<file path="config.mk">
export PLATFORM = sky130hd
export DESIGN_NAME = busFill
export DESIGN_NICKNAME = d
export VERILOG_FILES = /design/src/icachePkg.sv /design/src/busFill.sv
export VERILOG_INCLUDE_DIRS = /design/src
export SDC_FILE = /design/constraint.sdc
export NUM_CORES = 1
export LEC_CHECK = 0
export BUFFER_PORTS_ARGS = -buffer_cell sky130_fd_sc_hd__buf_4
export CAP_MARGIN = 20
export CORE_ASPECT_RATIO = 1.2
export CORE_MARGIN = 1.5
export CORE_UTILIZATION = 20
export DETAILED_ROUTE_END_ITERATION = 10
export GPL_TIMING_DRIVEN = 0
export PLACE_DENSITY = 0.81
export SLEW_MARGIN = 20
export SYNTH_ARGS = -nofsm -noshare
export SYNTH_HDL_FRONTEND = slang
export SYNTH_SLANG_ARGS = --single-unit
export TNS_END_PERCENT = 10
</file>
<file path="constraint.sdc">
create_clock -name clk -period 0.9 [get_ports clk]
set_clock_uncertainty 0.15 [all_clocks]
set_input_delay 0.18 -clock clk [delete_from_list [all_inputs] [get_ports clk]]
set_output_delay 0.18 -clock clk [all_outputs]
set_load 0.02 [all_outputs]
</file>
<file path="src/icache_settings.svh">
/*
  Cache geometry and address layout macros
*/
`ifndef ICACHE_SETTINGS_SVH
`define ICACHE_SETTINGS_SVH

// Physical byte address width
`define ICACHE_ADDR_WIDTH 32

// Index width, 64 sets of two ways
`define ICACHE_SET_BITS 6

// Word offset width, four words per line
`define ICACHE_OFFSET_BITS 2

// Instruction and bus data word
`define ICACHE_WORD_WIDTH 32

`endif

</file>
<file path="src/icachePkg.sv">
/*
  Shared cache types: address fields, controller states and the
  structs passed between fetch side, controller, arrays and bus side
*/
`include "icache_settings.svh"

package icachePkg;

  typedef logic [`ICACHE_ADDR_WIDTH-1:0] addrT;
  // Tag sits above index, word offset and the two byte bits
  typedef logic [`ICACHE_ADDR_WIDTH-`ICACHE_SET_BITS-`ICACHE_OFFSET_BITS-3:0] tagT;
  typedef logic [`ICACHE_SET_BITS-1:0] indexT;
  typedef logic [`ICACHE_OFFSET_BITS-1:0] offsetT;
  typedef logic [`ICACHE_WORD_WIDTH-1:0] wordT;

  typedef enum logic [1:0] {
    ready,
    memRead,
    lastRead,
    nextInstr
  } ctrlStateT;

  typedef struct packed {
    tagT    tag;
    indexT  index;
    offsetT offset;
    logic   addrReady;
  } fetchFieldsT;

  typedef struct packed {
    logic valid1;
    tagT  tag1;
    logic valid2;
    tagT  tag2;
    wordT data1;
    wordT data2;
    logic lru;
  } wayLookupT;

  typedef struct packed {
    logic   write1;
    logic   write2;
    indexT  index;
    offsetT offset;
    wordT   data;
    tagT    tag;
    logic   tagWrite;
    logic   validSet;
    logic   lruWrite;
    logic   lruValue;
  } arrayWriteT;

  typedef struct packed {
    addrT addr;
    logic valid;
  } busBeatT;

endpackage

</file>
<file path="src/busFill.sv">
/*
  Bus side: beat address generation for fills and bypass reads,
  plus the address-to-data offset register for the pipelined bus
*/
module busFill (
  input  logic                   clk,
  input  logic                   reset,
  input  icachePkg::fetchFieldsT fields,
  input  icachePkg::offsetT      fillCounter,
  input  logic                   fillActive,
  input  logic                   bypassRead,
  input  logic                   busReady,
  input  icachePkg::wordT        busRData,
  output icachePkg::busBeatT     beat,
  output icachePkg::wordT        fillData,
  output icachePkg::offsetT      fillOffset
);
  import icachePkg::*;

  offsetT beatOffset;
  offsetT dataOffset;
  logic   dataPending;

  // Fill walks the line, bypass reads only the requested word
  assign beatOffset = fillActive ? fillCounter : fields.offset;

  always_comb begin
    beat.addr = {fields.tag, fields.index, beatOffset, 2'b00};
    beat.valid = fillActive | bypassRead;
  end

  // One address phase in flight, its data arrives on the next busReady
  always_ff @(posedge clk) begin
    if (reset) begin
      dataOffset <= '0;
      dataPending <= 1'b0;
    end else if (busReady) begin
      dataOffset <= beatOffset;
      dataPending <= beat.valid;
    end
  end

  // Word only counts while a data phase is open
  assign fillData = dataPending ? busRData : '0;
  assign fillOffset = dataOffset;

  requestHeld: assert property (@(posedge clk) disable iff (reset)
    (beat.valid && !busReady) |=> (beat.valid && $stable(beat.addr)));

endmodule

</file>
### Word level (Yosys, flattened, before mapping)

Cells that the tools add are included.

* register bits after elaboration: 3
* input bits: 70
* output and inout port bits: 67

* mux-type cells: 2
* bitwise logic cells: 1

Operator list (count)
* $mux W32: 1
* $mux W2: 1
* $or A1 B1 Y1: 1

### Logic depth before layout (Yosys ltp)

* depth after elaboration: 1
* depth in mapped cells: 2
* depth with buffers taken out: 2

### Worst setup path before layout

No wires, ideal clock.

* path type: register to output
* start: register dataPending
* end: output port fillData[0]
* arrival time: 0.735 ns
* data required time: 0.570 ns
* slack: -0.165 ns
* stages on the path, launching flop included: 3
* buffers on the path: 1
* cell sequence: dfxtp_1 buf_2 and2_1

* word-level cells in the longest chain between the ends: 1

RTL lines
* from (decl): RTL line busFill.sv:22 `logic dataPending;`
* from (signal assigned): RTL line busFill.sv:39 `dataPending <= beat.valid;`
* $mux W32: RTL line busFill.sv:44 `assign fillData = dataPending ? busRData : '0;`
* to (decl): RTL line busFill.sv:15 `output icachePkg::wordT fillData,`

No other way between the ends.

### Final worst setup path

* start: register dataPending
* end: output port fillData[3]

Same word-level chain as after synthesis.

==> results by group <==
Run status
  – Status: finished with violations
  – Failing checks: hold timing, setup timing

Drt
  – Average wire per standard cell: 11.2 um
  – Initial DRC count: 2
  – Drt pass-1 iters: 2
  – Routed vias: 917
  – Final WL: 2.55 mm
  – Vias/cell: 4.02
  – Antenna Nets Post-Route: 0
  – DRC Markers: 0

Floorplan
  – Starting Density: 0.211
  – Core Box Area: 0.00281 mm2
  – Die area: 0.00330 mm2
  – Die Ht: 62.6 um
  – Rows: 21
  – Die Wd: 52.7 um
  – IO Pins: 137

CTS
  – Reg clk slew, reported paths: 0.04 ns
  – CTS Buffer Depth: 2
  – CTS Buf Count: 3
  – H-tree levels: 1
  – Root buf cell: clkbuf_4
  – Worst-Skew Late Latency: 0.23 ns
  – CTS tree: yes
  – Clk sink count: 3

Placed design
  – Placer Congestion: 0.675
  – Setup WS pre-CTS: -0.214 ns
  – PortBufs: 105
  – Hpwl dp: 2.22 mm
  – Post-DP Area: 0.00152 mm2

STA
  – Setup TNS: -14.64 ns
  – Final Hold Fails: 1
  – Max Fclk: 740 MHz
  – Part of the cycle the worst path needs: 1.50
  – Final setup fails: 36
  – Minimum clock period: 1.35 ns
  – Slew Limit Fails: 0
  – Post-route setup slack: -0.452 ns
  – WHS: -0.0375 ns
  – Unrepaired setup endpoints after global routing: yes

Layout
  – # diodes: 0
  – Synthesis-to-layout area growth: 197%
  – Nets: 265
  – Share of cells above drive strength 1: 0.959
  – Final Cell Area: 0.00176 mm2
  – Fillers: 252

Global route
  – Gr usage total: 0.144
  – Grt total ovfl: 0
  – Largest net degree at the start of global routing: 9
  – Vias in the first global route: 888
  – First-pass GRT wire length: 3.70 mm
  – Initial antenna violation count: 0

Power
  – Internal power: 0.000906 W
  – Sw Ratio: 0.344
  – Switching pwr: 0.000476 W
  – Peak supply drop: 0.585 mV
  – Pwr Density: 787 mW/mm2
  – Combinational Power Share: 0.712
  – Leakage power: 0.975 nW
  – Share of power burned in registers: 0.117
  – Tot Pwr: 0.00138 W
  – Clock power frac: 0.171

Logic synthesis
  – Asr flop ratio synth: 0
  – Netlist cell types: 11
  – Register area share after synthesis: 0.101
  – Mapped Cells: 80
  – Top_reg_cell synth: dfxtp_1
  – Yosys warning total: 0
  – Mapped cell area: 592 um2
  – Area share of the largest cell type after synthesis: 0.381
  – Count leader, synth: and2_1
  – Cell taking the most area after synthesis: buf_4
  – Post-synth EDFFs: 0
  – Synth top area cells: buf_4 (38%), and2_1 (34%), dfxtp_1 (10%)
  – Top post-synthesis cells by count: and2_1 (32), buf_4 (30), buf_2 (3), dfxtp_1 (3)
  – #FFs+latches synth: 3
  – Mean Syn Cell Area: 7.40 um2

Critical path
  – Crit end category: primary output
  – Critical Path AT: 1.02 ns
  – CP Data Required Time: 0.57 ns
  – Setup crit start kind: register
  – Crit Path Category: register to primary output
  – Worst-path fanout max: 8

Run
  – Max Cap Viol: 0

Worst hold path
  – Worst hold path type: input pin to register
[per-stage QoR]
stage                      util  instances
after floorplan               -         81
after global placement    0.542        220
after detailed placement  0.542        220
after CTS                 0.622        228
after global routing      0.625        228
final                     0.625        228
[sequential cells by signal, summed over array words and instances (netlist names)]
name	cells
dataPending	1
fillOffset	2
[cells in the final DEF, fill, tap and decap left out, drive strengths merged]
cell type / Yosys / layout
conb: 1 / 2
and2: 32 / 32
inv: 2 / 2
o21a: 2 / 2
buf: 33 / 142
o21ba: 2 / 2
clkbuf: 0 / 4
dfxtp: 3 / 3
mux2: 2 / 2
a211oi: 1 / 1
nor2: 2 / 2
[final cells by class]
cell class,count,area [um2],share of cell area
timing repair buffer,109,980,0.558
multi-input combinational,43,375,0.214
buffer,33,259,0.147
sequential,3,66.3,0.0377
tap,34,42.5,0.0242
clock buffer,4,26.3,0.0150
inverter,2,7.51,0.00427
[metal layers]
metal  vias to the layer above  global-route usage  part of all wire
met4                         0              0.0288            0.0027
li1                        439                   -                 -
met3                         2              0.0478              0.15
met1                       392               0.124              0.28
met2                        84               0.295              0.57
met5                         -                   0                 0
[cells by family after synthesis]
family	share of synthesized area
AO/OA/AOI/OAI	0.0719
buffers and inverters	0.419
flip-flops	0.101
multiplexers	0.0507
other	0.00634
AND/OR/NAND/NOR	0.351
[critical path: stages (launching register included)]
cell	delay [ns]
dfxtp_4	0.41
buf_6	0.13
and2_4	0.13
buf_6	0.11
[power by group through the flow]
stage / clock network (W) / registers, W / logic [W]
floorplan: 0 / 0.000162 / 0.000485
global placement: 0 / 0.000157 / 0.000869
detailed placement: 0 / 0.000158 / 0.000878
CTS: 0.000248 / 0.000163 / 0.000982
global route: 0.000260 / 0.000165 / 0.00103
finish: 0.000236 / 0.000162 / 0.000984
[what timing repair did]
| item | CTS | global route |
|---|---|---|
| buffers inserted | 1 | 0 |
| setup endpoints to repair | 37 | 38 |
| pin swaps | 1 | 1 |
| endpoints found under the hold margin | 1 | 1 |
| cloned | 3 | 0 |
| gates resized for setup | 49 | 4 |
[final timing paths]
kind,cells past startpoint,endpoint,slack [ns],start
min,2,dataPending$_SDFFE_PP0P_,-0.04,reset
max,3,fillData[3],-0.45,dataPending$_SDFFE_PP0P_
max reg2reg,2,dataPending$_SDFFE_PP0P_,0.04,dataPending$_SDFFE_PP0P_
min reg2reg,2,dataPending$_SDFFE_PP0P_,0.43,dataPending$_SDFFE_PP0P_
Power figures use the tool's default switching activity.
