--- src/icache_settings.svh ---
/*
  Cache geometry and address layout macros
*/
`ifndef ICACHE_SETTINGS_SVH
`define ICACHE_SETTINGS_SVH

// Physical byte address width
`define ICACHE_ADDR_WIDTH 32

// Index width, 64 sets of two ways
`define ICACHE_SET_BITS 6

// Word offset width, four words per line
`define ICACHE_OFFSET_BITS 2

// Instruction and bus data word
`define ICACHE_WORD_WIDTH 32

`endif

--- src/icachePkg.sv ---
/*
  Shared cache types: address fields, controller states and the
  structs passed between fetch side, controller, arrays and bus side
*/
`include "icache_settings.svh"

package icachePkg;

  typedef logic [`ICACHE_ADDR_WIDTH-1:0] addrT;
  // Tag sits above index, word offset and the two byte bits
  typedef logic [`ICACHE_ADDR_WIDTH-`ICACHE_SET_BITS-`ICACHE_OFFSET_BITS-3:0] tagT;
  typedef logic [`ICACHE_SET_BITS-1:0] indexT;
  typedef logic [`ICACHE_OFFSET_BITS-1:0] offsetT;
  typedef logic [`ICACHE_WORD_WIDTH-1:0] wordT;

  typedef enum logic [1:0] {
    ready,
    memRead,
    lastRead,
    nextInstr
  } ctrlStateT;

  typedef struct packed {
    tagT    tag;
    indexT  index;
    offsetT offset;
    logic   addrReady;
  } fetchFieldsT;

  typedef struct packed {
    logic valid1;
    tagT  tag1;
    logic valid2;
    tagT  tag2;
    wordT data1;
    wordT data2;
    logic lru;
  } wayLookupT;

  typedef struct packed {
    logic   write1;
    logic   write2;
    indexT  index;
    offsetT offset;
    wordT   data;
    tagT    tag;
    logic   tagWrite;
    logic   validSet;
    logic   lruWrite;
    logic   lruValue;
  } arrayWriteT;

  typedef struct packed {
    addrT addr;
    logic valid;
  } busBeatT;

endpackage

--- src/fetchRequest.sv ---
/*
  Fetch side of the cache: address register, pending flag and
  the split into tag, index and word offset
*/
module fetchRequest (
  input  logic                   clk,
  input  logic                   reset,
  input  logic                   fetchValid,
  input  icachePkg::addrT        fetchAddr,
  input  logic                   fetchDone,
  output icachePkg::fetchFieldsT fields
);
  import icachePkg::*;

  addrT addrReg;
  logic pending;
  logic capture;

  // A new address is taken only while no fetch is open
  assign capture = fetchValid & ~pending;

  // Done wins, so the flag stays low for one cycle before the next capture
  always_ff @(posedge clk) begin
    if (reset) begin
      pending <= 1'b0;
    end else if (fetchDone) begin
      pending <= 1'b0;
    end else if (capture) begin
      pending <= 1'b1;
    end
  end

  always_ff @(posedge clk) begin
    if (capture) begin
      addrReg <= fetchAddr;
    end
  end

  // Byte bits are dropped, the rest maps straight onto the fields
  always_comb begin
    {fields.tag, fields.index, fields.offset} = addrReg[$bits(addrT)-1:2];
    fields.addrReady = pending;
  end

  // Processor holds the address until the word comes back
  addrHeld: assert property (@(posedge clk) disable iff (reset)
    (pending && !fetchDone) |-> (fetchAddr == addrReg));

endmodule

--- config.mk ---
export PLATFORM = sky130hd
export DESIGN_NAME = fetchRequest
export DESIGN_NICKNAME = d
export VERILOG_FILES = /design/src/icachePkg.sv /design/src/fetchRequest.sv
export VERILOG_INCLUDE_DIRS = /design/src
export SDC_FILE = /design/constraint.sdc
export NUM_CORES = 1
export LEC_CHECK = 0
export BUFFER_PORTS_ARGS = -buffer_cell sky130_fd_sc_hd__buf_2
export CAP_MARGIN = 20
export CORE_MARGIN = 8
export CORE_UTILIZATION = 42
export DETAILED_ROUTE_END_ITERATION = 10
export PLACE_DENSITY = 0.8
export SYNTH_ARGS = -nofsm -noshare
export SYNTH_HDL_FRONTEND = slang
export SYNTH_SLANG_ARGS = --single-unit
--- constraint.sdc ---
create_clock -name clk -period 4.25 [get_ports clk]
set_input_delay 0.2125 -clock clk [delete_from_list [all_inputs] [get_ports clk]]
set_output_delay 0.2125 -clock clk [all_outputs]
set_load 0.005 [all_outputs]
Yosys cells after proc, flatten, opt, wreduce, memory -nomap -nowiden
Index checks and enable logic that the tools add are counted.

cells by class
  muxes and demuxes = 0
  equal/unequal tests = 0
  multiply operators = 0
  shifts and indexed selects = 0
  bitwise operators = 2
  $lt $le $gt $ge = 0
  reductions and logical operators = 1
  $add $sub $neg = 0
  div/mod/pow operators = 0

operators with widths
  operator         number
  $reduce_or 2->1  1
  $and 1x1->1      1
  $not 1->1        1

word-level totals
  ROM bits = 0
  bits in writable memories = 0
  input bits = 36
  output and inout port bits = 31
  bits in latches = 0
  logic and storage cells = 5
  register bits = 33
  memories kept = 0

Depth between registers and ports, before layout
Gate-level depths: netlist (run 1).

  word-level depth = 2
  depth in mapped cells = 2
  mapped depth without buffers = 2

Worst setup path after synthesis (run 1)
No wires, ideal clock.

  path kind = register to register
  start point = reg pending
  end point = reg addrReg[10] (enable)
  data required time = 3.830 ns
  setup slack = 2.159 ns
  library setup time = 0.420 ns
  stages on the path, launching flop included = 2
  period minus slack after synthesis = 2.091 ns
  arrival time = 1.670 ns
  buffers on the path = 0
  cell sequence = dfxtp_1 nor2b_1

on the way
  cells in the longest elaborated chain, start to end = 2

RTL lines
  what                    RTL line            text
  from (decl)             fetchRequest.sv:16  logic pending;
  from (signal assigned)  fetchRequest.sv:25  pending <= 1'b0;
  from (signal assigned)  fetchRequest.sv:27  pending <= 1'b0;
  from (signal assigned)  fetchRequest.sv:29  pending <= 1'b1;
  $not 1->1               fetchRequest.sv:20  assign capture = fetchValid & ~pending;
  $and 1x1->1             fetchRequest.sv:20
  named net capture       fetchRequest.sv:17  logic capture;
  to (signal assigned)    fetchRequest.sv:35  addrReg <= fetchAddr;
  to (decl)               fetchRequest.sv:15  addrT addrReg;

The timed path passes the listed nets, and every way through them passes these cells.
A chain may end at the register's enable or synchronous reset.

Worst setup path in the final report (run 1)
  start point = reg pending
  end point = reg addrReg[20] (enable)

The elaborated chain is that of the path after synthesis.

==> reports/metrics.yaml, run 1 <==
relSlewSlack_pct: 46.2
fmax_ghz: 0.622
r2r-end: "addrReg[20]$_DFFE_PP_"
whs_endpoint: "pending$_SDFFE_PP0P_"
syn_avg_cell_area_sq_um: 27.1
post_cts_resized: 0
antenna_cells: 0
port_buffers: 64
clk_pin_slew_worst_paths_ns: 0.07
core_area_sq_um: 2170
p_total_mw: 0.540
drive_above_1_share_pct: 68.6
ir_worst_vdd_uv: 271
grt_pass1_wl_um: 2950
antenna_found_initial: 0
syn_nets: 71
cp.arrival_ns: 1.63
r2r_cells: 2
die_h_um: 63.5
start_util_pct: 43.7
numCtsBuffers: 5
layout.cells.non_filler: 133
yosys-top-cells-area: "edfxtp_1 95%, dfxtp_1 2.1%, nor3_2 1.1%"
row_count: 17
first_pass_iters: 4
synth_top_area_share_pct: 95.0
wl_per_cell_um: 14.5
finalCritPeriodShare_pct: 37.8
required_ns: 4.27
clkLatencyLatePin_ns: 0.31
cp_max_fo: 18
cts_max_level: 2
grt_pass1_vias: 677
cts.sinks: 31
io-pin-count: 67
cts_buffer_depth: 2
drc: 0
crit_path_end_kind: "flop"
grt_max_degree: 19
crit_chain: "nor2b_2 -> buf_4"
power.density_nw_per_um2: 401
grt-ovfl-total: 0
holdBufCountCts: 0
regToRegSetupSlack_ns: 2.64
drt_iter0_drc: 5
place.gp.congestion: 0.658
crit_path_max_incr_delay_ns: 0.64
synth_warnings: 0
status: "finished, final reports clean"
cp_num_buf_inv: 1
nNetsFinal: 142
hold_viol_final: 0
min_path_cells: 2
synth_top_area_cell: "edfxtp_1"
crit_slowest_cell: "nor2b_2"
power_leakage_nw: 0.588
design.die.area_sq_um: 4030
yosysUniqueCellTypes: 6
slew_violations: 0
timing.final.crit_period_ns: 1.61
rsz0062_at_grt: "no"
vias: 587
max_cap_violations: 0
seq_area_frac_synth_pct: 97.1
cts_tree: "done"
placedCellCount: 127
cts_setup_buffers: 0
crit_type: "reg -> reg"
die_width_um: 63.5
critPathTopFamily: "simple AND/OR/NAND/NOR gates"
synth_seq_cells: 31
reg2reg_from: "pending$_SDFFE_PP0P_"
syn-instance-count: 35
min-delay-start: "fetchDone"
setup_viol: 0
clockRootBuffer: "clkbuf_4"
hold_class: "in -> reg"
grt_use_total_pct: 9.79
finClkSkew_ns: 0.00535
totalWireLength_um: 1920
cp-start-kind: "flop"
syn2layout_area_growth_pct: 42.1
worst_pin_slew_ns: 0.803
vias_per_cell: 4.41
drtAntennaViolNets: 0
tns_ns: 0
synth_area_sq_um: 948
[layout by cell type, fill, tap and decap left out]
master    count
buf_2        64
nor2_1        1
clkbuf_1      1
nor2b_2       1
nor3_2        1
clkbuf_4      5
edfxtp_1     30
dfxtp_1       1
buf_4         1
[layout make-up]
class                   instances  area (sq um)
flip-flops and latches         31           921
fillers                       191           822
repair buffers                 65           328
clock buffers                   6          41.3
well taps                      28          35.0
multi-input cells               3          22.5
[sequential cells by signal (all words and copies together) (netlist names)]
name / cells
addrReg: 30
pending: 1
[per-stage QoR]
step | hold slack, ns | area, sq um | util [%] | setup WS [ns]
floorplan | 0.282 | 948 | - | 2.16
global placement | 0.381 | 1310 | 60.2 | 2.65
detailed placement | 0.383 | 1310 | 60.2 | 2.60
CTS | 0.0404 | 1350 | 62.1 | 2.60
global route | 0.0460 | 1350 | 62.1 | 2.49
finish | 0.0563 | 1350 | 62.1 | 2.64
[worst reg2reg max path, stage by stage, from the launching register on]
cell	delay [ns]
dfxtp_1	0.33
nor2b_2	0.65
buf_4	0.34
[power by group]
part | internal [mW] | switching, mW | leakage (nW) | total (mW)
Combinational | 0.0225 | 0.0200 | 0.266 | 0.0425
Clock | 0.0586 | 0.0799 | 0.0242 | 0.138
Sequential | 0.356 | 0.00360 | 0.298 | 0.359
[kinds of logic (layout without fill, tap and decap cells)]
group / count (synthesis) / after routing / share of synthesized area [%]
AND/OR/NAND/NOR: 3 / 3 / 2.11
buffers and inverters: 1 / 71 / 0.792
flip-flops: 31 / 31 / 97.1
[per-layer routing]
metal	vias to the layer above	global-route usage (%)	routed length (um)
li1	279	-	-
met2	48	15.2	862
met1	253	6.87	597
met3	7	10.2	410
met4	0	6.69	53
met5	-	0	0
[Yosys cell counts, drive strengths merged]
cell    number
buf          1
nor3         1
nor2         1
nor2b        1
dfxtp        1
edfxtp      30
[worst max-delay path by stage]
stage,cells after the start,to,slack (ns),startpoint
floorplan,1,addrReg[10]$_DFFE_PP_,2.16,pending$_SDFFE_PP0P_
global placement,3,addrReg[17]$_DFFE_PP_,2.65,fetchValid
detailed placement,2,addrReg[31]$_DFFE_PP_,2.60,pending$_SDFFE_PP0P_
CTS,2,addrReg[11]$_DFFE_PP_,2.60,pending$_SDFFE_PP0P_
global route,2,addrReg[23]$_DFFE_PP_,2.49,pending$_SDFFE_PP0P_
finish,2,addrReg[20]$_DFFE_PP_,2.64,pending$_SDFFE_PP0P_
No activity file was read; power rests on OpenSTA's default activity.
==> run 2, diff against run 1 <==
--- a/config.mk
+++ b/config.mk
@@ -9,9 +9,9 @@
 export BUFFER_PORTS_ARGS = -buffer_cell sky130_fd_sc_hd__buf_2
 export CAP_MARGIN = 20
 export CORE_MARGIN = 8
-export CORE_UTILIZATION = 42
+export CORE_UTILIZATION = 35
 export DETAILED_ROUTE_END_ITERATION = 10
-export PLACE_DENSITY = 0.8
+export PLACE_DENSITY = 0.71
 export SYNTH_ARGS = -nofsm -noshare
 export SYNTH_HDL_FRONTEND = slang
 export SYNTH_SLANG_ARGS = --single-unit
==> constraint.sdc (replaced) <==
create_clock -name clk -period 1.3 [get_ports clk]
set_input_delay 0.065 -clock clk [delete_from_list [all_inputs] [get_ports clk]]
set_output_delay 0.065 -clock clk [all_outputs]
set_load 0.005 [all_outputs]
==> run 2 against run 1 <==
Fmax up 33%. Wire length up 33%. Total power rose to 3.6 times the previous value. Die area up 15%. Critical path depth up 1. Non-clock buffer count up 32. Highest routed layer unchanged. Final area up 27%. Worst setup slack worse by 2.6 ns.
==> reports/metrics.yaml, run 2 (same netlist as run 1, synthesis figures left out) <==
layout_common_cells: "64 x buf_2, 32 x dlygate4sd3_1, 30 x edfxtp_1"
drt_iter0_drc: 5  # unchanged
final_core_util_pct: 64.1  # +2.0 points
cts_buffer_depth: 2  # unchanged
final_common_cell: "buf_2"
pwr-share-seq_pct: 59.8  # -6.7 points
antenna_found_initial: 0  # unchanged
cp_num_buf_inv: 1  # unchanged
io-pin-count: 67  # unchanged
regToRegSetupSlack_ns: 0.09  # -2.55 ns
status: "finished, final reports clean"
largest_reg_flops: 30  # unchanged
setup_viol: 0  # unchanged
power_leakage_nw: 0.744  # +26%
port_buffers: 64  # unchanged
hold_class: "in -> reg"
finalCritPeriodShare_pct: 93.1  # +55 points
p_int_mw: 1.57  # +260%
cts_tree: "done"
grt_max_degree: 31  # +12
start_util_pct: 35.6  # -8.1 points
crit_chain: "nor2_1 -> nor3_2 -> dlygate4sd3_1"
drc: 0  # unchanged
p_switching_mw: 0.402  # +290%
cp.arrival_ns: 1.43  # -0.20 ns
die_h_um: 68.1  # +7.1%
design.die.area_sq_um: 4630  # +15%
clockRootBuffer: "clkbuf_4"
cts_max_level: 2  # unchanged
vias_per_cell: 4.33  # -1.9%
required_ns: 1.52  # -2.75 ns
cts.sinks: 31  # unchanged
hold_viol_final: 0  # unchanged
place.gp.congestion: 0.629  # -4.5%
worst_pin_slew_ns: 0.174  # -0.629 ns
power_frac_comb_pct: 11.4  # +3.5 points
grt_use_total_pct: 12.0  # +2.2 points
cp-start-kind: "flop"
row_count: 19  # +2
largest-register: "addrReg"
holdWs_ns: 0.315  # +0.259 ns
grt_pass1_wl_um: 3880  # +31%
vias: 736  # +25%
top_regs: "addrReg (30), pending (1)"
clkLatencyLatePin_ns: 0.32  # about the same
syn2layout_area_growth_pct: 80.1
cp_max_fo: 3  # -15
nNetsFinal: 174  # +23%
clk_pin_slew_worst_paths_ns: 0.09  # +0.02 ns
critPathTopFamily: "buffers and inverters"
core_area_sq_um: 2660  # +23%
switching_share_pct: 20.4  # +1.3 points
ir_worst_vdd_uv: 897  # +230%
pre_cts_ws_ns: 0.312  # -2.29 ns
fmax_ghz: 0.826  # +33%
p_total_mw: 1.97  # +260%
timing.final.crit_period_ns: 1.21  # -0.398 ns
numCtsBuffers: 5  # unchanged
finClkSkew_ns: 0.0125  # +0.00711 ns
rsz0062_at_grt: "no"
tns_ns: 0  # unchanged
slew_violations: 0  # unchanged
first_pass_iters: 2  # -2
crit_path_end_kind: "flop"
grt-ovfl-total: 0  # unchanged
max_cap_violations: 0  # unchanged
wl_per_cell_um: 15.0  # +3.7%
totalWireLength_um: 2550  # +33%
drive_above_1_share_pct: 53.2  # -15 points
relSlewSlack_pct: 88.4  # +42 points
power.density_nw_per_um2: 1150  # +190%
crit_type: "reg -> reg"
crit_slowest_cell: "dlygate4sd3_1"
crit_path_max_incr_delay_ns: 0.55  # -0.09 ns
cts_setup_buffers: 0  # unchanged
grt_pass1_vias: 846  # +25%
antenna_cells: 0  # unchanged
drtAntennaViolNets: 0  # unchanged
die_width_um: 68.1  # +7.1%
clkPwrFrac_pct: 28.8  # +3.2 points
setup_ws_ns: 0.0899  # -2.55 ns
run 2: changes by cell type in the layout (fill, tap and decap cells not counted), sizes merged:
cell / change
dlygate4sd3: +32
clkbuf: +1
clkinv: +1
run 2: cell type report:
class / count / area [sq um]
clock buffer: 7 / 55.1
timing repair buffer: 97 / 661
tap: 31 / 38.8
sequential: 31 / 921
multi-input combinational: 3 / 27.5
fill: 202 / 955
clock inverter: 1 / 5.00
run 2: power groups by stage:
| stage | clock network [mW] | registers (mW) | logic, mW |
|---|---|---|---|
| after floorplan | 0 | 1.21 | 0.0241 |
| after global placement | 0 | 1.20 | 0.148 |
| after detailed placement | 0 | 1.20 | 0.151 |
| after CTS | 0.585 | 1.18 | 0.225 |
| after global routing | 0.634 | 1.18 | 0.244 |
| final | 0.566 | 1.18 | 0.225 |
run 2: worst paths after layout:
path                   startpoint               endpoint  depth (start not counted)
max          pending$_SDFFE_PP0P_   pending$_SDFFE_PP0P_                          3
min                    fetchValid  addrReg[21]$_DFFE_PP_                          3
max reg2reg  pending$_SDFFE_PP0P_   pending$_SDFFE_PP0P_                          3
min reg2reg  pending$_SDFFE_PP0P_  addrReg[21]$_DFFE_PP_                          2
run 2: metrics by stage:
step	cells	area, sq um
2_1_floorplan	35	956
3_3_place_gp	130	1330
3_5_place_dp	130	1330
4_1_cts	170	1710
5_1_grt	170	1710
6_report	170	1710
run 2: routing by layer:
metal,GRT usage (%),vias to the layer above,part of all wire (%)
met3,8.02,4,16
met2,18.9,47,47
met1,10.6,342,35
li1,-,343,-
met5,0,-,0
met4,9.21,0,1.9
run 2: timing repair:
item	4_1_cts	5_1_grt
resized for setup	0	0
hold endpoints to repair	31	0
hold buffers	32	0
run 2: tightest hold or removal path: stages:
cell and delay (ns):
buf_2 0.11, nor2b_4 0.13, buf_12 0.16
==> run 3, diff against run 2 <==
--- a/config.mk
+++ b/config.mk
@@ -6,6 +6,7 @@
 export SDC_FILE = /design/constraint.sdc
 export NUM_CORES = 1
 export LEC_CHECK = 0
+export ABC_AREA = 1
 export BUFFER_PORTS_ARGS = -buffer_cell sky130_fd_sc_hd__buf_2
 export CAP_MARGIN = 20
 export CORE_MARGIN = 8
==> run 3 against run 2 <==
The run now ends with hold timing left. Flip-flop and latch count unchanged. Clock power increased by 7.6%. Synthesized area increased by 0.66%. Clock skew about the same. Fmax increased by 9.0%. Critical endpoint is now addrReg[16]$_DFFE_PP_. Highest routed layer unchanged.
==> reports/metrics.yaml, run 3 <==
status: "complete, but fails checks"
violations: "hold timing"
finClkSkew_ns: 0.0125  # +0.0000731 ns
syn2layout_area_growth_pct: 81.7
fmax_ghz: 0.900  # +9.0%
required_ns: 1.30  # -0.22 ns
vias_per_cell: 4.26  # -1.5%
grt_use_total_pct: 11.9  # -0.094 points
io-pin-count: 67  # unchanged
syn_avg_cell_area_sq_um: 24.5  # -9.7%
cts_setup_buffers: 0  # unchanged
pre_cts_ws_ns: 0.279  # -0.0326 ns
cts_max_level: 2  # unchanged
antenna_found_initial: 0  # unchanged
largest-register: "addrReg"
hold_class: "in -> reg"
syn-instance-count: 39  # +11%
final_common_cell: "buf_2"
largest_reg_flops: 30  # unchanged
cp.arrival_ns: 1.11  # -0.32 ns
top_regs: "addrReg (30), pending (1)"
r2r-end: "addrReg[16]$_DFFE_PP_"
synth_seq_cells: 31  # unchanged
async_flop_share_pct: 0  # unchanged
core_area_sq_um: 2660  # unchanged
synth-compound-area-share_pct: 0  # unchanged
synth_common_cells: "30 x edfxtp_1, 3 x inv_1, 3 x nor2_1"
synth-xor-area-share_pct: 0  # unchanged
power.density_nw_per_um2: 1160  # +0.93%
grt_pass1_vias: 856  # +1.2%
setup_ws_ns: 0.189  # +0.0995 ns
nNetsFinal: 179  # +2.9%
holdWs_ns: -0.0204  # -0.336 ns
grt-ovfl-total: 0  # unchanged
relSlewSlack_pct: 87.9  # -0.48 points
regArea_sq_um: 921  # unchanged
multi_input_area_sq_um: 22.5  # -18%
layout_common_cells: "64 x buf_2, 32 x dlygate4sd3_1, 30 x edfxtp_1"
drtAntennaViolNets: 0  # unchanged
power_leakage_nw: 0.763  # +2.6%
clk_pin_slew_worst_paths_ns: 0.09  # about the same
seq_area_frac_synth_pct: 96.5  # -0.64 points
cts_tree: "done"
clkLatencyLatePin_ns: 0.31  # about the same
synth_top_area_cell: "edfxtp_1"
n_fill_cell: 185  # -8.4%
ir_worst_vdd_uv: 996  # +11%
rsz0062_at_grt: "no"
crit_path_end_kind: "flop"
drt_iter0_drc: 26  # +21
synth_top_area_share_pct: 94.4  # -0.62 points
r2r_cells: 2  # -1
place.gp.congestion: 0.637  # +1.3%
totalWireLength_um: 2640  # +3.6%
crit_type: "in -> reg"
max_cap_violations: 0  # unchanged
cts.sinks: 31  # unchanged
antenna_cells: 0  # unchanged
grt_max_degree: 17  # -45%
cp-endpoint: "addrReg[16]$_DFFE_PP_"
drive_above_1_share_pct: 52.1  # -1.2 points
finalCritPeriodShare_pct: 85.4  # -7.7 points
muxShareOfSynthArea_pct: 0  # unchanged
synth_area_sq_um: 955  # +0.66%
grt_pass1_wl_um: 3950  # +1.8%
die_width_um: 68.2  # +0.25%
synthSimpleGateAreaFrac_pct: 1.57  # -0.54 points
design.die.area_sq_um: 4650  # +0.50%
synth_warnings: 0  # unchanged
post_cts_resized: 0  # unchanged
crit_start: "fetchValid"
clockRootBuffer: "clkbuf_4"
drc: 0  # unchanged
cp_max_fo: 14  # +11
numCtsBuffers: 5  # unchanged
start_util_pct: 35.9  # +0.23 points
port_buffers: 64  # unchanged
first_pass_iters: 4  # +2
synthAdderAreaFrac_pct: 0  # unchanged
slew_violations: 0  # unchanged
timing.final.crit_period_ns: 1.11  # -0.0995 ns
yosys-top-cells-area: "edfxtp_1 94%, dfxtp_1 2.1%, inv_1 1.2%"
hold_viol_final: 1  # +1
yosysMostFrequentCell: "edfxtp_1"
reg2reg_from: "pending$_SDFFE_PP0P_"
hpwl_um: 1740
synth_edf_count: 30  # unchanged
syn_nets: 75  # +5.6%
worst_pin_slew_ns: 0.181  # +0.00745 ns
synth_ff_type: "edfxtp_1"
setup_viol: 0  # unchanged
cts_buffer_depth: 2  # unchanged
vias: 746  # +1.4%
regToRegSetupSlack_ns: 0.26  # +0.17 ns
row_count: 19  # unchanged
die_h_um: 68.2  # +0.25%
cp-start-kind: "input pin"
tns_ns: 0  # unchanged
wl_per_cell_um: 15.1  # +0.69%
synth_top_family_by_area: "buffers and inverters"
yosysUniqueCellTypes: 6  # unchanged
[run 3: changes by cell type in the layout (fill, tap and decap cells not counted), sizes merged]
cell,change
clkinvlp,+1
nor2,+2
inv,+3
buf,+1
nor2b,-1
nand2,+1
clkinv,-1
nor3,-1
[run 3: metrics by stage]
step / std cells / hold slack [ns] / total power, mW / util (%) / area, sq um
floorplan: 39 / 0.164 / 1.23 / - / 962
global placement: 135 / 0.241 / 1.35 / 50.4 / 1340
detailed placement: 135 / 0.243 / 1.36 / 50.4 / 1340
CTS: 176 / 0.442 / 2.04 / 65.5 / 1740
global route: 175 / 0.0386 / 2.11 / 65.1 / 1730
finish: 175 / -0.0204 / 2.02 / 65.1 / 1730
[run 3: how the worst min path moves through the flow]
stage	start	endpoint	slack [ns]	depth (start not counted)
2_1_floorplan	fetchAddr[10]	addrReg[10]$_DFFE_PP_	0.16	0
5_1_grt	reset	pending$_SDFFE_PP0P_	0.04	4
3_3_place_gp	fetchAddr[9]	addrReg[9]$_DFFE_PP_	0.24	1
3_5_place_dp	fetchAddr[23]	addrReg[23]$_DFFE_PP_	0.24	1
6_report	reset	pending$_SDFFE_PP0P_	-0.02	4
4_1_cts	fetchAddr[21]	addrReg[21]$_DFFE_PP_	0.44	2
[run 3: kinds of logic after synthesis]
logic type,Yosys count
and+or+nand+nor,4
DFF,31
buffers and inverters,4
[run 3: worst max-delay path: stages]
cell and delay [ns]:
dlygate4sd3_1 0.53, buf_2 0.11, inv_1 0.06, nor2_4 0.11, buf_4 0.23
[run 3: repair_timing]
item	4_1_cts	5_1_grt
hold buffers	33	0
setup endpoints to repair	0	1
hold endpoints to repair	31	0
[run 3: area by class of cell]
| type | count | share of cell area (%) |
|---|---|---|
| multi-input cells | 4 | 1.30 |
| clock inverters | 1 | 0.433 |
| clock buffers | 7 | 3.75 |
| flip-flops and latches | 31 | 53.1 |
| repair buffers | 98 | 38.5 |
| well taps | 31 | 2.24 |
| inverters | 3 | 0.649 |
[run 3: report_power, final]
| group | switching (mW) | internal (mW) |
|---|---|---|
| clock network | 0.293 | 0.316 |
| registers | 0.0152 | 1.16 |
| logic | 0.0863 | 0.145 |
| total | 0.394 | 1.62 |
[run 3: routing by layer]
| metal | part of all wire, % | GRT usage (%) | up-vias |
|---|---|---|---|
| li1 | - | - | 354 |
| met1 | 32 | 10.5 | 349 |
| met2 | 53 | 21.0 | 41 |
| met3 | 15 | 8.35 | 2 |
| met4 | 0.45 | 3.84 | 0 |
| met5 | 0 | 0 | - |
